$ cat src/hw/engine_pkg.sv
package engine_pkg;

    // audio sample format
    localparam int sample_width = 16;

    typedef logic signed [sample_width-1:0] sample_t;

    // gain coefficients are Q2.14
    typedef logic signed [15:0] coef_t;

    localparam int coef_frac_bits = 14;

    localparam coef_t coef_unity = coef_t'(1 << coef_frac_bits);

    typedef enum logic [1:0] {
        st_ready,
        st_processing_wait,
        st_processing,
        st_mixing
    } engine_state_t;

endpackage

$ cat src/hw/command_pkg.sv
package command_pkg;

    typedef logic [7:0] cmd_byte_t;

    // first byte of every command
    // set_coef is followed by index, data hi, data lo
    typedef enum logic [7:0] {
        op_set_coef     = 8'd1,
        op_swap         = 8'd2,
        op_clear_shadow = 8'd3
    } opcode_t;

    // which byte of a command the decoder expects next
    typedef enum logic [1:0] {
        dec_opcode,
        dec_index,
        dec_data_hi,
        dec_data_lo
    } decode_state_t;

endpackage

$ cat src/hw/command_fifo.sv
`timescale 1ns/1ps

module command_fifo import command_pkg::*; #(
    parameter int fifo_depth = 16
) (
    input  logic                        clk,
    input  logic                        rst_n,
    input  cmd_byte_t                   wr_data,
    input  logic                        wr_en,
    input  logic                        pop,
    output cmd_byte_t                   rd_data,
    output logic                        nonempty,
    output logic [$clog2(fifo_depth):0] count
);

    localparam int ptr_width = (fifo_depth > 1) ? $clog2(fifo_depth) : 1;

    cmd_byte_t            mem [fifo_depth];
    logic [ptr_width-1:0] wr_ptr;
    logic [ptr_width-1:0] rd_ptr;
    logic                 do_write;
    logic                 do_read;

    assign nonempty = (count != '0);
    assign do_write = wr_en && (count != ($clog2(fifo_depth) + 1)'(fifo_depth));
    assign do_read  = pop && nonempty;
    assign rd_data  = mem[rd_ptr];

    always_ff @(posedge clk) begin
        if (do_write) begin
            mem[wr_ptr] <= wr_data;
        end
    end

    always_ff @(posedge clk or negedge rst_n) begin
        if (!rst_n) begin
            wr_ptr <= '0;
            rd_ptr <= '0;
            count  <= '0;
        end else begin
            if (do_write) begin
                wr_ptr <= (wr_ptr == ptr_width'(fifo_depth - 1)) ? '0 : wr_ptr + 1'b1;
            end
            if (do_read) begin
                rd_ptr <= (rd_ptr == ptr_width'(fifo_depth - 1)) ? '0 : rd_ptr + 1'b1;
            end
            // simultaneous push and pop leaves the count alone
            if (do_write && !do_read) begin
                count <= count + 1'b1;
            end else if (do_read && !do_write) begin
                count <= count - 1'b1;
            end
        end
    end

endmodule

$ cat src/hw/command_decoder.sv
`timescale 1ns/1ps

module command_decoder import engine_pkg::*, command_pkg::*; #(
    parameter int n_blocks = 4
) (
    input  logic      clk,
    input  logic      rst_n,
    input  cmd_byte_t cmd_byte,
    input  logic      nonempty,
    output logic      pop,
    output logic      coef_write,
    output logic [((n_blocks > 1) ? $clog2(n_blocks) : 1)-1:0] coef_index,
    output coef_t     coef_value,
    output logic      swap_req,
    output logic      clear_shadow,
    output logic      invalid
);

    localparam int idx_width = (n_blocks > 1) ? $clog2(n_blocks) : 1;

    decode_state_t state;
    cmd_byte_t     index_q;
    cmd_byte_t     data_hi_q;

    // one idle cycle after an error keeps invalid a single pulse
    assign pop = nonempty && !invalid;

    always_ff @(posedge clk or negedge rst_n) begin
        if (!rst_n) begin
            state        <= dec_opcode;
            coef_write   <= 1'b0;
            swap_req     <= 1'b0;
            clear_shadow <= 1'b0;
            invalid      <= 1'b0;
        end else begin
            coef_write   <= 1'b0;
            swap_req     <= 1'b0;
            clear_shadow <= 1'b0;
            invalid      <= 1'b0;
            if (pop) begin
                case (state)
                    dec_opcode: begin
                        case (cmd_byte)
                            op_set_coef:     state <= dec_index;
                            op_swap:         swap_req <= 1'b1;
                            op_clear_shadow: clear_shadow <= 1'b1;
                            default:         invalid <= 1'b1;
                        endcase
                    end
                    dec_index:   state <= dec_data_hi;
                    dec_data_hi: state <= dec_data_lo;
                    dec_data_lo: begin
                        // bad index still consumes all four bytes
                        if (int'(index_q) < n_blocks) begin
                            coef_write <= 1'b1;
                        end else begin
                            invalid <= 1'b1;
                        end
                        state <= dec_opcode;
                    end
                    default: state <= dec_opcode;
                endcase
            end
        end
    end

    always_ff @(posedge clk) begin
        if (pop) begin
            case (state)
                dec_index:   index_q <= cmd_byte;
                dec_data_hi: data_hi_q <= cmd_byte;
                dec_data_lo: begin
                    coef_index <= index_q[idx_width-1:0];
                    coef_value <= {data_hi_q, cmd_byte};
                end
                default: ;
            endcase
        end
    end

endmodule

$ cat src/hw/block_pipeline.sv
`timescale 1ns/1ps

module block_pipeline import engine_pkg::*; #(
    parameter int n_blocks = 4
) (
    input  logic    clk,
    input  logic    rst_n,
    input  logic    start,
    input  sample_t sample_in,
    input  logic    coef_write,
    input  logic    clear,
    input  logic [((n_blocks > 1) ? $clog2(n_blocks) : 1)-1:0] coef_index,
    input  coef_t   coef_value,
    output sample_t result,
    output logic    done
);

    localparam int idx_width  = (n_blocks > 1) ? $clog2(n_blocks) : 1;
    localparam int prod_width = sample_width + $bits(coef_t);
    localparam int sat_hi     = 2 ** (sample_width - 1) - 1;
    localparam int sat_lo     = -(2 ** (sample_width - 1));

    coef_t                coef [n_blocks];
    logic [idx_width-1:0] blk;
    logic                 busy;
    sample_t              acc;

    // one gain block: Q2.14 multiply, then clip to sample range
    function automatic sample_t scale(input sample_t s, input coef_t c);
        logic signed [prod_width-1:0] prod;
        prod = s * c;
        prod = prod >>> coef_frac_bits;
        if (prod > sat_hi) begin
            return sample_t'(sat_hi);
        end
        if (prod < sat_lo) begin
            return sample_t'(sat_lo);
        end
        return sample_t'(prod);
    endfunction

    always_ff @(posedge clk or negedge rst_n) begin
        if (!rst_n) begin
            coef <= '{default: coef_unity};
        end else if (clear) begin
            coef <= '{default: coef_unity};
        end else if (coef_write) begin
            coef[coef_index] <= coef_value;
        end
    end

    always_ff @(posedge clk or negedge rst_n) begin
        if (!rst_n) begin
            busy <= 1'b0;
            done <= 1'b0;
            blk  <= '0;
        end else if (start) begin
            busy <= 1'b1;
            done <= 1'b0;
            blk  <= '0;
        end else if (busy) begin
            if (blk == idx_width'(n_blocks - 1)) begin
                busy <= 1'b0;
                done <= 1'b1;
                blk  <= '0;
            end else begin
                blk <= blk + 1'b1;
            end
        end
    end

    always_ff @(posedge clk) begin
        if (start) begin
            acc <= sample_in;
        end else if (busy) begin
            acc <= scale(acc, coef[blk]);
        end
    end

    assign result = acc;

endmodule

$ cat src/hw/pipeline_switch.sv
`timescale 1ns/1ps

module pipeline_switch import engine_pkg::*; (
    input  logic    clk,
    input  logic    rst_n,
    input  logic    swap_req,
    input  logic    boundary,
    input  logic    start,
    input  logic    coef_write,
    input  logic    clear_shadow,
    output logic    coef_write_a,
    output logic    coef_write_b,
    output logic    clear_a,
    output logic    clear_b,
    input  sample_t result_a,
    input  sample_t result_b,
    output sample_t active_sample
);

    // low while pipeline a is active
    logic active;
    logic pending;
    logic apply;

    // swap only between samples
    assign apply = pending && boundary && !start;

    always_ff @(posedge clk or negedge rst_n) begin
        if (!rst_n) begin
            active  <= 1'b0;
            pending <= 1'b0;
        end else if (apply) begin
            active  <= ~active;
            pending <= swap_req;
        end else if (swap_req) begin
            pending <= 1'b1;
        end
    end

    assign coef_write_a  = coef_write && active;
    assign coef_write_b  = coef_write && !active;
    assign clear_a       = clear_shadow && active;
    assign clear_b       = clear_shadow && !active;
    assign active_sample = active ? result_b : result_a;

endmodule

$ cat src/hw/engine_sequencer.sv
`timescale 1ns/1ps

module engine_sequencer import engine_pkg::*; (
    input  logic    clk,
    input  logic    rst_n,
    input  logic    sample_ready,
    input  sample_t in_sample,
    input  logic    done_a,
    input  logic    done_b,
    input  sample_t active_sample,
    output logic    start,
    output sample_t sample_in,
    output logic    boundary,
    output sample_t out_sample,
    output logic    ready
);

    engine_state_t state;
    logic          accept;

    assign accept   = (state == st_ready) && sample_ready;
    assign boundary = (state == st_ready);

    always_ff @(posedge clk or negedge rst_n) begin
        if (!rst_n) begin
            state      <= st_ready;
            start      <= 1'b0;
            ready      <= 1'b1;
            out_sample <= '0;
        end else begin
            start <= 1'b0;
            case (state)
                st_ready: begin
                    if (sample_ready) begin
                        start <= 1'b1;
                        ready <= 1'b0;
                        state <= st_processing_wait;
                    end
                end
                // done flags still show the previous sample here
                st_processing_wait: state <= st_processing;
                st_processing: begin
                    if (done_a && done_b) begin
                        state <= st_mixing;
                    end
                end
                st_mixing: begin
                    out_sample <= active_sample;
                    ready      <= 1'b1;
                    state      <= st_ready;
                end
                default: state <= st_ready;
            endcase
        end
    end

    always_ff @(posedge clk) begin
        if (accept) begin
            sample_in <= in_sample;
        end
    end

endmodule

$ cat src/hw/dsp_engine.sv
`timescale 1ns/1ps

module dsp_engine import engine_pkg::*, command_pkg::*; #(
    parameter int n_blocks   = 4,
    parameter int fifo_depth = 16
) (
    input  logic                        clk,
    input  logic                        rst_n,
    input  sample_t                     in_sample,
    input  logic                        sample_ready,
    output sample_t                     out_sample,
    output logic                        ready,
    input  cmd_byte_t                   command_in,
    input  logic                        command_in_ready,
    output logic                        invalid_command,
    output logic [$clog2(fifo_depth):0] fifo_count
);

    localparam int idx_width = (n_blocks > 1) ? $clog2(n_blocks) : 1;

    cmd_byte_t            cmd_byte;
    logic                 fifo_nonempty;
    logic                 pop;
    logic                 coef_write;
    logic [idx_width-1:0] coef_index;
    coef_t                coef_value;
    logic                 swap_req;
    logic                 clear_shadow;
    logic                 coef_write_a;
    logic                 coef_write_b;
    logic                 clear_a;
    logic                 clear_b;
    logic                 start;
    sample_t              sample_in;
    logic                 boundary;
    logic                 done_a;
    logic                 done_b;
    sample_t              result_a;
    sample_t              result_b;
    sample_t              active_sample;

    command_fifo #(.fifo_depth(fifo_depth)) u_command_fifo (
        .clk      (clk),
        .rst_n    (rst_n),
        .wr_data  (command_in),
        .wr_en    (command_in_ready),
        .pop      (pop),
        .rd_data  (cmd_byte),
        .nonempty (fifo_nonempty),
        .count    (fifo_count)
    );

    command_decoder #(.n_blocks(n_blocks)) u_command_decoder (
        .clk          (clk),
        .rst_n        (rst_n),
        .cmd_byte     (cmd_byte),
        .nonempty     (fifo_nonempty),
        .pop          (pop),
        .coef_write   (coef_write),
        .coef_index   (coef_index),
        .coef_value   (coef_value),
        .swap_req     (swap_req),
        .clear_shadow (clear_shadow),
        .invalid      (invalid_command)
    );

    block_pipeline #(.n_blocks(n_blocks)) u_pipe_a (
        .clk        (clk),
        .rst_n      (rst_n),
        .start      (start),
        .sample_in  (sample_in),
        .coef_write (coef_write_a),
        .clear      (clear_a),
        .coef_index (coef_index),
        .coef_value (coef_value),
        .result     (result_a),
        .done       (done_a)
    );

    block_pipeline #(.n_blocks(n_blocks)) u_pipe_b (
        .clk        (clk),
        .rst_n      (rst_n),
        .start      (start),
        .sample_in  (sample_in),
        .coef_write (coef_write_b),
        .clear      (clear_b),
        .coef_index (coef_index),
        .coef_value (coef_value),
        .result     (result_b),
        .done       (done_b)
    );

    pipeline_switch u_pipeline_switch (
        .clk           (clk),
        .rst_n         (rst_n),
        .swap_req      (swap_req),
        .boundary      (boundary),
        .start         (start),
        .coef_write    (coef_write),
        .clear_shadow  (clear_shadow),
        .coef_write_a  (coef_write_a),
        .coef_write_b  (coef_write_b),
        .clear_a       (clear_a),
        .clear_b       (clear_b),
        .result_a      (result_a),
        .result_b      (result_b),
        .active_sample (active_sample)
    );

    engine_sequencer u_engine_sequencer (
        .clk           (clk),
        .rst_n         (rst_n),
        .sample_ready  (sample_ready),
        .in_sample     (in_sample),
        .done_a        (done_a),
        .done_b        (done_b),
        .active_sample (active_sample),
        .start         (start),
        .sample_in     (sample_in),
        .boundary      (boundary),
        .out_sample    (out_sample),
        .ready         (ready)
    );

endmodule

$ cat config.mk
export PLATFORM = sky130hd
export DESIGN_NAME = dsp_engine
export DESIGN_NICKNAME = d
export VERILOG_FILES = /design/src/hw/engine_pkg.sv /design/src/hw/command_pkg.sv /design/src/hw/command_fifo.sv /design/src/hw/command_decoder.sv /design/src/hw/block_pipeline.sv /design/src/hw/pipeline_switch.sv /design/src/hw/engine_sequencer.sv /design/src/hw/dsp_engine.sv
export SDC_FILE = /design/constraint.sdc
export NUM_CORES = 2
export LEC_CHECK = 0
export BUFFER_PORTS_ARGS = -buffer_cell sky130_fd_sc_hd__buf_2
export CORE_MARGIN = 4
export CORE_UTILIZATION = 55
export DETAILED_ROUTE_END_ITERATION = 7
export GPL_TIMING_DRIVEN = 1
export PLACE_DENSITY = 0.74
export SLEW_MARGIN = 30
export SYNTH_ARGS = -nofsm -noshare
export SYNTH_HDL_FRONTEND = slang
export SYNTH_SLANG_ARGS = --single-unit
$ cat constraint.sdc
create_clock -name clk -period 8.3 [get_ports clk]
set_clock_uncertainty 0.1 [all_clocks]
set_input_delay 1.66 -clock clk [delete_from_list [all_inputs] [get_ports clk]]
set_output_delay 1.66 -clock clk [all_outputs]
set_load 0.005 [all_outputs]
; After elaboration in Yosys (flattened, before gate mapping)
; Memories as Yosys holds them, arrays and structs flattened.
; Cells that the tools add are included.
[totals]
elab_cells = 203
input_bits = 28
n_memories = 1
output_inout_bits = 23
reg_bits = 259
ram_bits = 128
[memory_table]
columns = name, words, word_bits, rd, rd_ports_with_merged_regs, write_ports, line_no
row1 = u_command_fifo.mem, 16, 8, 1, 0, 1, command_fifo.sv:18  ; cmd_byte_t mem [fifo_depth];
[op_classes]
mul = 2
n_bitwise = 4
n_eq_ne = 17
order_cmp = 9
n_reduce_logical = 40
addsub = 6
mux = 89
[ops]
columns = cell, count
row1 = 2-to-1 mux 16 bit, 18
row2 = 2-to-1 mux 64 bit, 4
row3 = bitwise mux 64 bit, 2
row4 = binary-select mux 16 bit (select 2 bit), 2
row5 = multiplier 16 x 16 -> 32 bit, 2
row6 = 2-to-1 mux 1 bit, 45
row7 = "greater-than comparator 18 x 16 -> 1 bit, second input constant", 2
row8 = "less-than comparator 18 x 16 -> 1 bit, second input constant", 2
row9 = demux 16 bit (select 2 bit), 1
row10 = 2-to-1 mux 2 bit, 9
row11 = nonzero test 2 bit, 9
row12 = "equality test 8 x 2 -> 1 bit, second input constant", 2
row13 = one-hot mux 2 bit (4 select lines), 2
row14 = AND reduction 2 bit, 8
row15 = logical AND 1 bit, 14
row16 = "equality test 2 bit, second input constant", 6
row17 = 2-to-1 mux 5 bit, 2
row18 = ">= comparator 3 bit, second input constant", 3
row19 = inverter 2 -> 3 bit, 3
row20 = "adder 4 x 1 -> 4 bit, second input constant", 2
row21 = "equality test 4 bit, second input constant", 2
row22 = "equality test 8 x 1 -> 1 bit, second input constant", 1
row23 = "less-than comparator 8 x 3 -> 1 bit, second input constant", 1
row24 = 2-to-1 mux 4 bit, 2
row25 = other kinds (14), 23

; Logic depth before layout (Yosys ltp)
[logic_depth]
depth_word = 16
mapped_depth = 28
ltp_nobuf = 25

; Hierarchy
; From an unflattened synthesis, not the netlist that was laid out.
[hier_totals]
hier_cells = 3376
hier_area_um2 = 36063.3
[modules_own_cells]
columns = module, cells_per_inst, area_per_inst_um2, seq_area_each_um2, instances
row1 = block_pipeline (u_pipe_a), 1465, 13690.6, 2187.1, 1
row2 = block_pipeline (u_pipe_b), 1431, 13495.4, 2187.1, 1
row3 = command_fifo, 311, 5765.5, 4169.0, 1
row4 = command_decoder, 71, 1393.8, 1171.1, 1
row5 = engine_sequencer, 70, 1353.8, 982.2, 1
row6 = pipeline_switch, 28, 364.1, 50.0, 1

; Least setup slack after synthesis
; Ideal clock, no wire load.
[synth_path]
kind = register -> register
start = register u_pipe_b.blk[1]
end = register u_pipe_b.acc[14], in the netlist u_pipe_b.result[14], data pin
path_stages_with_launch = 26
required_ns = 7.940
synth_period_minus_slack_ns = 7.819
slack_ns = 0.481
t_arrival_ns = 7.459
cell_sequence = dfrtp_1 clkbuf_1 buf_1 mux4_2 clkbuf_1 nand2_1 inv_1 fa_1 fa_1 fa_1 fa_1 fa_1 inv_1 fa_1 inv_1 ha_1 a2111oi_0 o21ai_0 a221o_1 nand2_1 nand2_1 or4_1 a32o_1 a21oi_2 buf_4 a21oi_1
[synth_between]
elab_chain_cells = 14
word_cells_on_any_way = 19
cone_classes = mul (1) / order compare (2) / mux (15) / bitwise (1)
[synth_lines]
columns = item, line_no
row1 = start: declaration, block_pipeline.sv:24  ; logic [idx_width-1:0] blk;
row2 = start signal: assignment, block_pipeline.sv:67  ; blk <= blk + 1'b1;
row3 = inverter 2 -> 3 bit (not written as such) *, block_pipeline.sv:76  ; acc <= scale(acc, coef[blk]);
row4 = binary-select mux 16 bit (select 2 bit) *, block_pipeline.sv:76
row5 = 2-to-1 mux 16 bit (not written as such) * (2 in a row), block_pipeline.sv:76
row6 = multiplier 16 x 16 -> 32 bit *, block_pipeline.sv:31  ; prod = s * c;
row7 = less-than comparator 18 x 16 -> 1 bit, block_pipeline.sv:36  ; if (prod < sat_lo) begin
row8 = 2-to-1 mux 1 bit (2 in a row), block_pipeline.sv:36
row9 = 2-to-1 mux 1 bit, block_pipeline.sv:75  ; end else if (busy) begin
row10 = 2-to-1 mux 1 bit, block_pipeline.sv:73  ; if (start) begin
row11 = 2-to-1 mux 16 bit, block_pipeline.sv:39  ; return sample_t'(prod);
row12 = 2-to-1 mux 16 bit *, block_pipeline.sv:36
row13 = 2-to-1 mux 16 bit *, block_pipeline.sv:75
row14 = 2-to-1 mux 16 bit *, block_pipeline.sv:73
row15 = end signal: assignment, block_pipeline.sv:74  ; acc <= sample_in;
row16 = end signal: assignment, block_pipeline.sv:76
row17 = end: declaration, block_pipeline.sv:26  ; sample_t acc;
; Every way passes the cells marked *; elsewhere a longest branch is shown, timed or not. The select of a mux whose other input is x is not followed.
; A chain may end at the register's enable or synchronous reset.

; Worst setup path in the final report
[layout_path]
start = register u_pipe_a.blk[0]
end = register u_pipe_a.acc[10], in the netlist u_pipe_a.result[10], data pin
[layout_between]
elab_chain_cells = 14
word_cells_on_any_way = 19
cone_classes = mul (1) / order compare (2) / mux (15) / bitwise (1)
[layout_lines]
columns = item, line_no
row1 = start: declaration, block_pipeline.sv:24
row2 = start signal: assignment, block_pipeline.sv:67
row3 = inverter 2 -> 3 bit (not written as such) *, block_pipeline.sv:76
row4 = binary-select mux 16 bit (select 2 bit) *, block_pipeline.sv:76
row5 = 2-to-1 mux 16 bit (not written as such) * (2 in a row), block_pipeline.sv:76
row6 = multiplier 16 x 16 -> 32 bit *, block_pipeline.sv:31
row7 = less-than comparator 18 x 16 -> 1 bit, block_pipeline.sv:36
row8 = 2-to-1 mux 1 bit (2 in a row), block_pipeline.sv:36
row9 = 2-to-1 mux 1 bit, block_pipeline.sv:75
row10 = 2-to-1 mux 1 bit, block_pipeline.sv:73
row11 = 2-to-1 mux 16 bit, block_pipeline.sv:39
row12 = 2-to-1 mux 16 bit *, block_pipeline.sv:36
row13 = 2-to-1 mux 16 bit *, block_pipeline.sv:75
row14 = 2-to-1 mux 16 bit *, block_pipeline.sv:73
row15 = end signal: assignment, block_pipeline.sv:74
row16 = end signal: assignment, block_pipeline.sv:76
row17 = end: declaration, block_pipeline.sv:26
; Marked as above.

==> results_dict.tcl <==
set metrics [dict create \
    run_status "completed" \
    hold_violations 0 \
    die_height_um 261 \
    synth_seq_cells 387 \
    cts_tree "built" \
    grtUsageTotal_pct 24.8 \
    r2r_cells 20 \
    routedWlPerCell_um 19.7 \
    global_route.usage.met3_pct 3.58 \
    fmax_mhz 128 \
    cts-buffers-inserted 39 \
    critical_path.reg2reg.startpoint "u_pipe_a.blk[0]$_DFFE_PN0P_" \
    layout-drive-gt1-share_pct 8.43 \
    hold_path_class "reg -> reg" \
    critical_path.endpoint "u_pipe_a.result[10]$_DFFE_PP_" \
    worst-slew-pin-transition_ps 996 \
    critical_path_arrival_ps 8000 \
    syn-mean-instance-area_um2 10.9 \
    flow.area_growth_from_synthesis_pct 6.81 \
    post-dp-hpwl_um 60700 \
    grt_overflow_total 0 \
    port_buffers 50 \
    worst_setup_path_end_kind "register" \
    timing_max_transition_violations_final 0 \
    path_class "reg -> reg" \
    timing.max_slew.rel_slack_pct 33.6 \
    setup.reg_to_reg.worst_slack_ps 460 \
    post_cts.repair.setup_buffers 0 \
    ant_nets 0 \
    synth_edf_count 210 \
    numPlacedInstances 4049 \
    register_area_um2 10800 \
    vias 23200 \
    std_cell_rows 92 \
    top_usage_layer "met2" \
    critPathLaunch "u_pipe_a.blk[0]$_DFFE_PN0P_" \
    maximum_resistive_drop_on_vdd_v 0.000246 \
    initial_standard_cell_utilization_of_the_core_pct 55.8 \
    clock_sink_count 387 \
    synth_ff_type "sky130_fd_sc_hd__edfxtp_1" \
    path_clk_slew_ps 70 \
    critical_path_peak_fanout 16 \
    die_x_um 261 \
    detailed_router_s_first_iteration_violation_count 1786 \
    ctsRootBufferMaster "sky130_fd_sc_hd__clkbuf_16" \
    grt_max_degree 105 \
    finalNonFillerCells 4120 \
    num-fill-cells 5141 \
    grt_first_pass_wirelength_um 134000 \
    setup_viol 0 \
    first_global_vias 25100 \
    instance_count_of_the_mapped_netlist 3253 \
    finalCritPeriodShare_pct 94.5 \
    r2r-end "u_pipe_a.result[10]$_DFFE_PP_" \
    clock_tree.htree_level_count 2 \
    globalRouteMet1Util_pct 32.9 \
    layout_min_cycle_time_ps 7840 \
    power_leakage_nw 17.9 \
    synth_area_um2 35300 \
    max_cap_violations 0 \
    asyncSetResetFlopFracSynth_pct 45.7 \
    num_io_pins 51 \
    drt_pre_antenna_iters 6 \
    die_area_um2 68400 \
    total_length_of_routed_wires_um 81200 \
    fin_tns_setup_ps 0 \
    clk_latency_ps 540 \
    nets 3972 \
    per_cell_via_count_in_the_routed_design 5.62 \
    buffers_from_clock_root_to_sink_at_most 3 \
    initial_antenna_violation_count 3 \
    gpl.final_weighted_congestion 0.896 \
    synth.yosys.seq_area_share_pct 30.4 \
    critPathRequiredTime_ps 8450 \
    synth_nets 3980 \
    yosys_warnings 0 \
    drc_errors 0 \
    setup.worst_path.start_class "register" \
    multi_input_area_um2 21800 \
    synth.lib_cells_used.distinct 75 \
    placeableCoreArea_um2 63300 \
    powerDensity_nw_per_um2 231 \
    met2_usage_pct 42.9 \
    grt_setup_unrepaired "no" \
]
cell usage after synthesis (23+ instances only):
cell type                  number  area share, %
sky130_fd_sc_hd__a22o_1        61            1.5
sky130_fd_sc_hd__o21ai_0      109            1.5
sky130_fd_sc_hd__nor2_1       111            1.2
sky130_fd_sc_hd__nand2_1      401            4.3
sky130_fd_sc_hd__fa_1         523             30
sky130_fd_sc_hd__nand3_1       40           0.57
sky130_fd_sc_hd__mux4_2        70            4.5
sky130_fd_sc_hd__xnor2_1       37           0.92
sky130_fd_sc_hd__a21o_1        31           0.66
sky130_fd_sc_hd__nor3_1        23           0.33
sky130_fd_sc_hd__edfxtp_1     210             18
sky130_fd_sc_hd__a21oi_1       81            1.1
sky130_fd_sc_hd__and2_1       247            4.4
sky130_fd_sc_hd__dfrtp_1      168             12
sky130_fd_sc_hd__ha_1         176            6.2
sky130_fd_sc_hd__clkbuf_1     126            1.3
sky130_fd_sc_hd__inv_1        597            6.3
report_power, final:
part / internal [W] / switching, W / total [W]
logic: 0.00156 / 0.00210 / 0.00366
clock network: 0.000921 / 0.000742 / 0.00166
registers: 0.00257 / 0.000826 / 0.00339
total: 0.00505 / 0.00367 / 0.00871
placed cells by master (no fill, tap or decap), types with 31 or more instances in the layout:
master / count
sky130_fd_sc_hd__nor2_1: 111
sky130_fd_sc_hd__nand2_1: 401
sky130_fd_sc_hd__ha_1: 176
sky130_fd_sc_hd__fa_1: 523
sky130_fd_sc_hd__xnor2_1: 37
sky130_fd_sc_hd__buf_4: 51
sky130_fd_sc_hd__mux4_2: 70
sky130_fd_sc_hd__a22o_1: 61
sky130_fd_sc_hd__a21oi_1: 81
sky130_fd_sc_hd__and2_1: 247
sky130_fd_sc_hd__o21ai_0: 105
sky130_fd_sc_hd__nand3_1: 40
sky130_fd_sc_hd__clkbuf_16: 39
sky130_fd_sc_hd__edfxtp_1: 210
sky130_fd_sc_hd__dfrtp_1: 165
sky130_fd_sc_hd__buf_2: 49
sky130_fd_sc_hd__inv_1: 597
sky130_fd_sc_hd__a21o_1: 31
worst min-delay path by stage:
stage	from	endpoint	slack [ps]	cells past startpoint
floorplan	u_command_decoder.index_q[0]$_DFFE_PP_	u_command_decoder.coef_index[0]$_DFFE_PP_	300	0
global placement	u_command_decoder.data_hi_q[0]$_DFFE_PP_	u_command_decoder.coef_value[8]$_DFFE_PP_	300	0
detailed placement	u_command_decoder.index_q[0]$_DFFE_PP_	u_command_decoder.coef_index[0]$_DFFE_PP_	300	0
CTS	u_command_decoder.data_hi_q[0]$_DFFE_PP_	u_command_decoder.coef_value[8]$_DFFE_PP_	320	0
global route	u_command_decoder.data_hi_q[5]$_DFFE_PP_	u_command_decoder.coef_value[13]$_DFFE_PP_	330	0
finish	u_command_decoder.data_hi_q[0]$_DFFE_PP_	u_command_decoder.coef_value[8]$_DFFE_PP_	320	0
sequential cells by signal (all words and copies together) (netlist names), 16 cells and up:
register                       cells
u_engine_sequencer.sample_in      16
u_pipe_b.result                   16
u_pipe_a.result                   16
u_engine_sequencer.out_sample     16
u_command_fifo.mem               128
u_command_decoder.coef_value      16
u_pipe_b.coef                     64
u_pipe_a.coef                     64
through the flow:
stage	total power (W)	util [%]	worst slack (ps)	area, um^2	hold slack [ps]
2_1_floorplan	0.00572	-	481	35300	300
3_3_place_gp	0.00694	57.6	300	36500	302
3_5_place_dp	0.00704	57.7	375	36500	305
4_1_cts	0.00873	59.5	313	37700	322
5_1_grt	0.00932	59.6	78.0	37700	331
6_report	0.00871	59.6	457	37700	321
critical path, cell delays in order (launching register included):
cell	delay, ps
sky130_fd_sc_hd__dfrtp_2	540
sky130_fd_sc_hd__mux4_2	760
sky130_fd_sc_hd__nand2_1	200
sky130_fd_sc_hd__inv_1	80
sky130_fd_sc_hd__fa_1	620
sky130_fd_sc_hd__fa_1	680
sky130_fd_sc_hd__buf_4	200
sky130_fd_sc_hd__fa_1	460
sky130_fd_sc_hd__fa_1	510
sky130_fd_sc_hd__fa_1	500
sky130_fd_sc_hd__inv_1	50
sky130_fd_sc_hd__fa_1	470
sky130_fd_sc_hd__inv_1	40
sky130_fd_sc_hd__ha_1	390
sky130_fd_sc_hd__nand3_1	130
sky130_fd_sc_hd__nor3_1	230
sky130_fd_sc_hd__o31a_1	300
sky130_fd_sc_hd__nor4_4	90
sky130_fd_sc_hd__or3b_2	600
sky130_fd_sc_hd__a22oi_1	440
sky130_fd_sc_hd__o22ai_1	150
cells by family (layout without fill, tap and decap cells):
logic type | after synthesis | in the layout | synth area share, %
flip-flops | 387 | 387 | 30.4
multiplexers | 97 | 97 | 5.24
XOR/XNOR | 46 | 46 | 1.14
other | 0 | 1 | 0
AO/OA/AOI/OAI | 387 | 387 | 7.25
adder cells (fa/ha/maj) | 699 | 699 | 35.9
AND/OR/NAND/NOR | 888 | 888 | 12.0
buffers and inverters | 749 | 769 | 8.07
area by class of cell:
class                           instances  share of cell area, %
Tap cell                              846                   2.80
Sequential cell                       387                   28.5
Clock buffer                           47                   2.72
Clock inverter                         22                  0.421
Multi-Input combinational cell       2117                   57.8
Inverter                              597                   5.94
Antenna cell                            1                0.00663
Timing Repair Buffer                  103                   1.80
layer usage:
layer	up-vias	routed length (um)	part of all wire [%]
met5	-	43	0.053
met4	6	2630	3.2
met3	179	4730	5.8
met2	673	40800	50
met1	11900	33000	41
li1	10400	-	-
what timing repair did:
action,in CTS,in global routing
gates resized for setup,0,3
endpoints found under the setup margin,0,29
hold buffers,0,0
(Power assumes the default switching activity.)
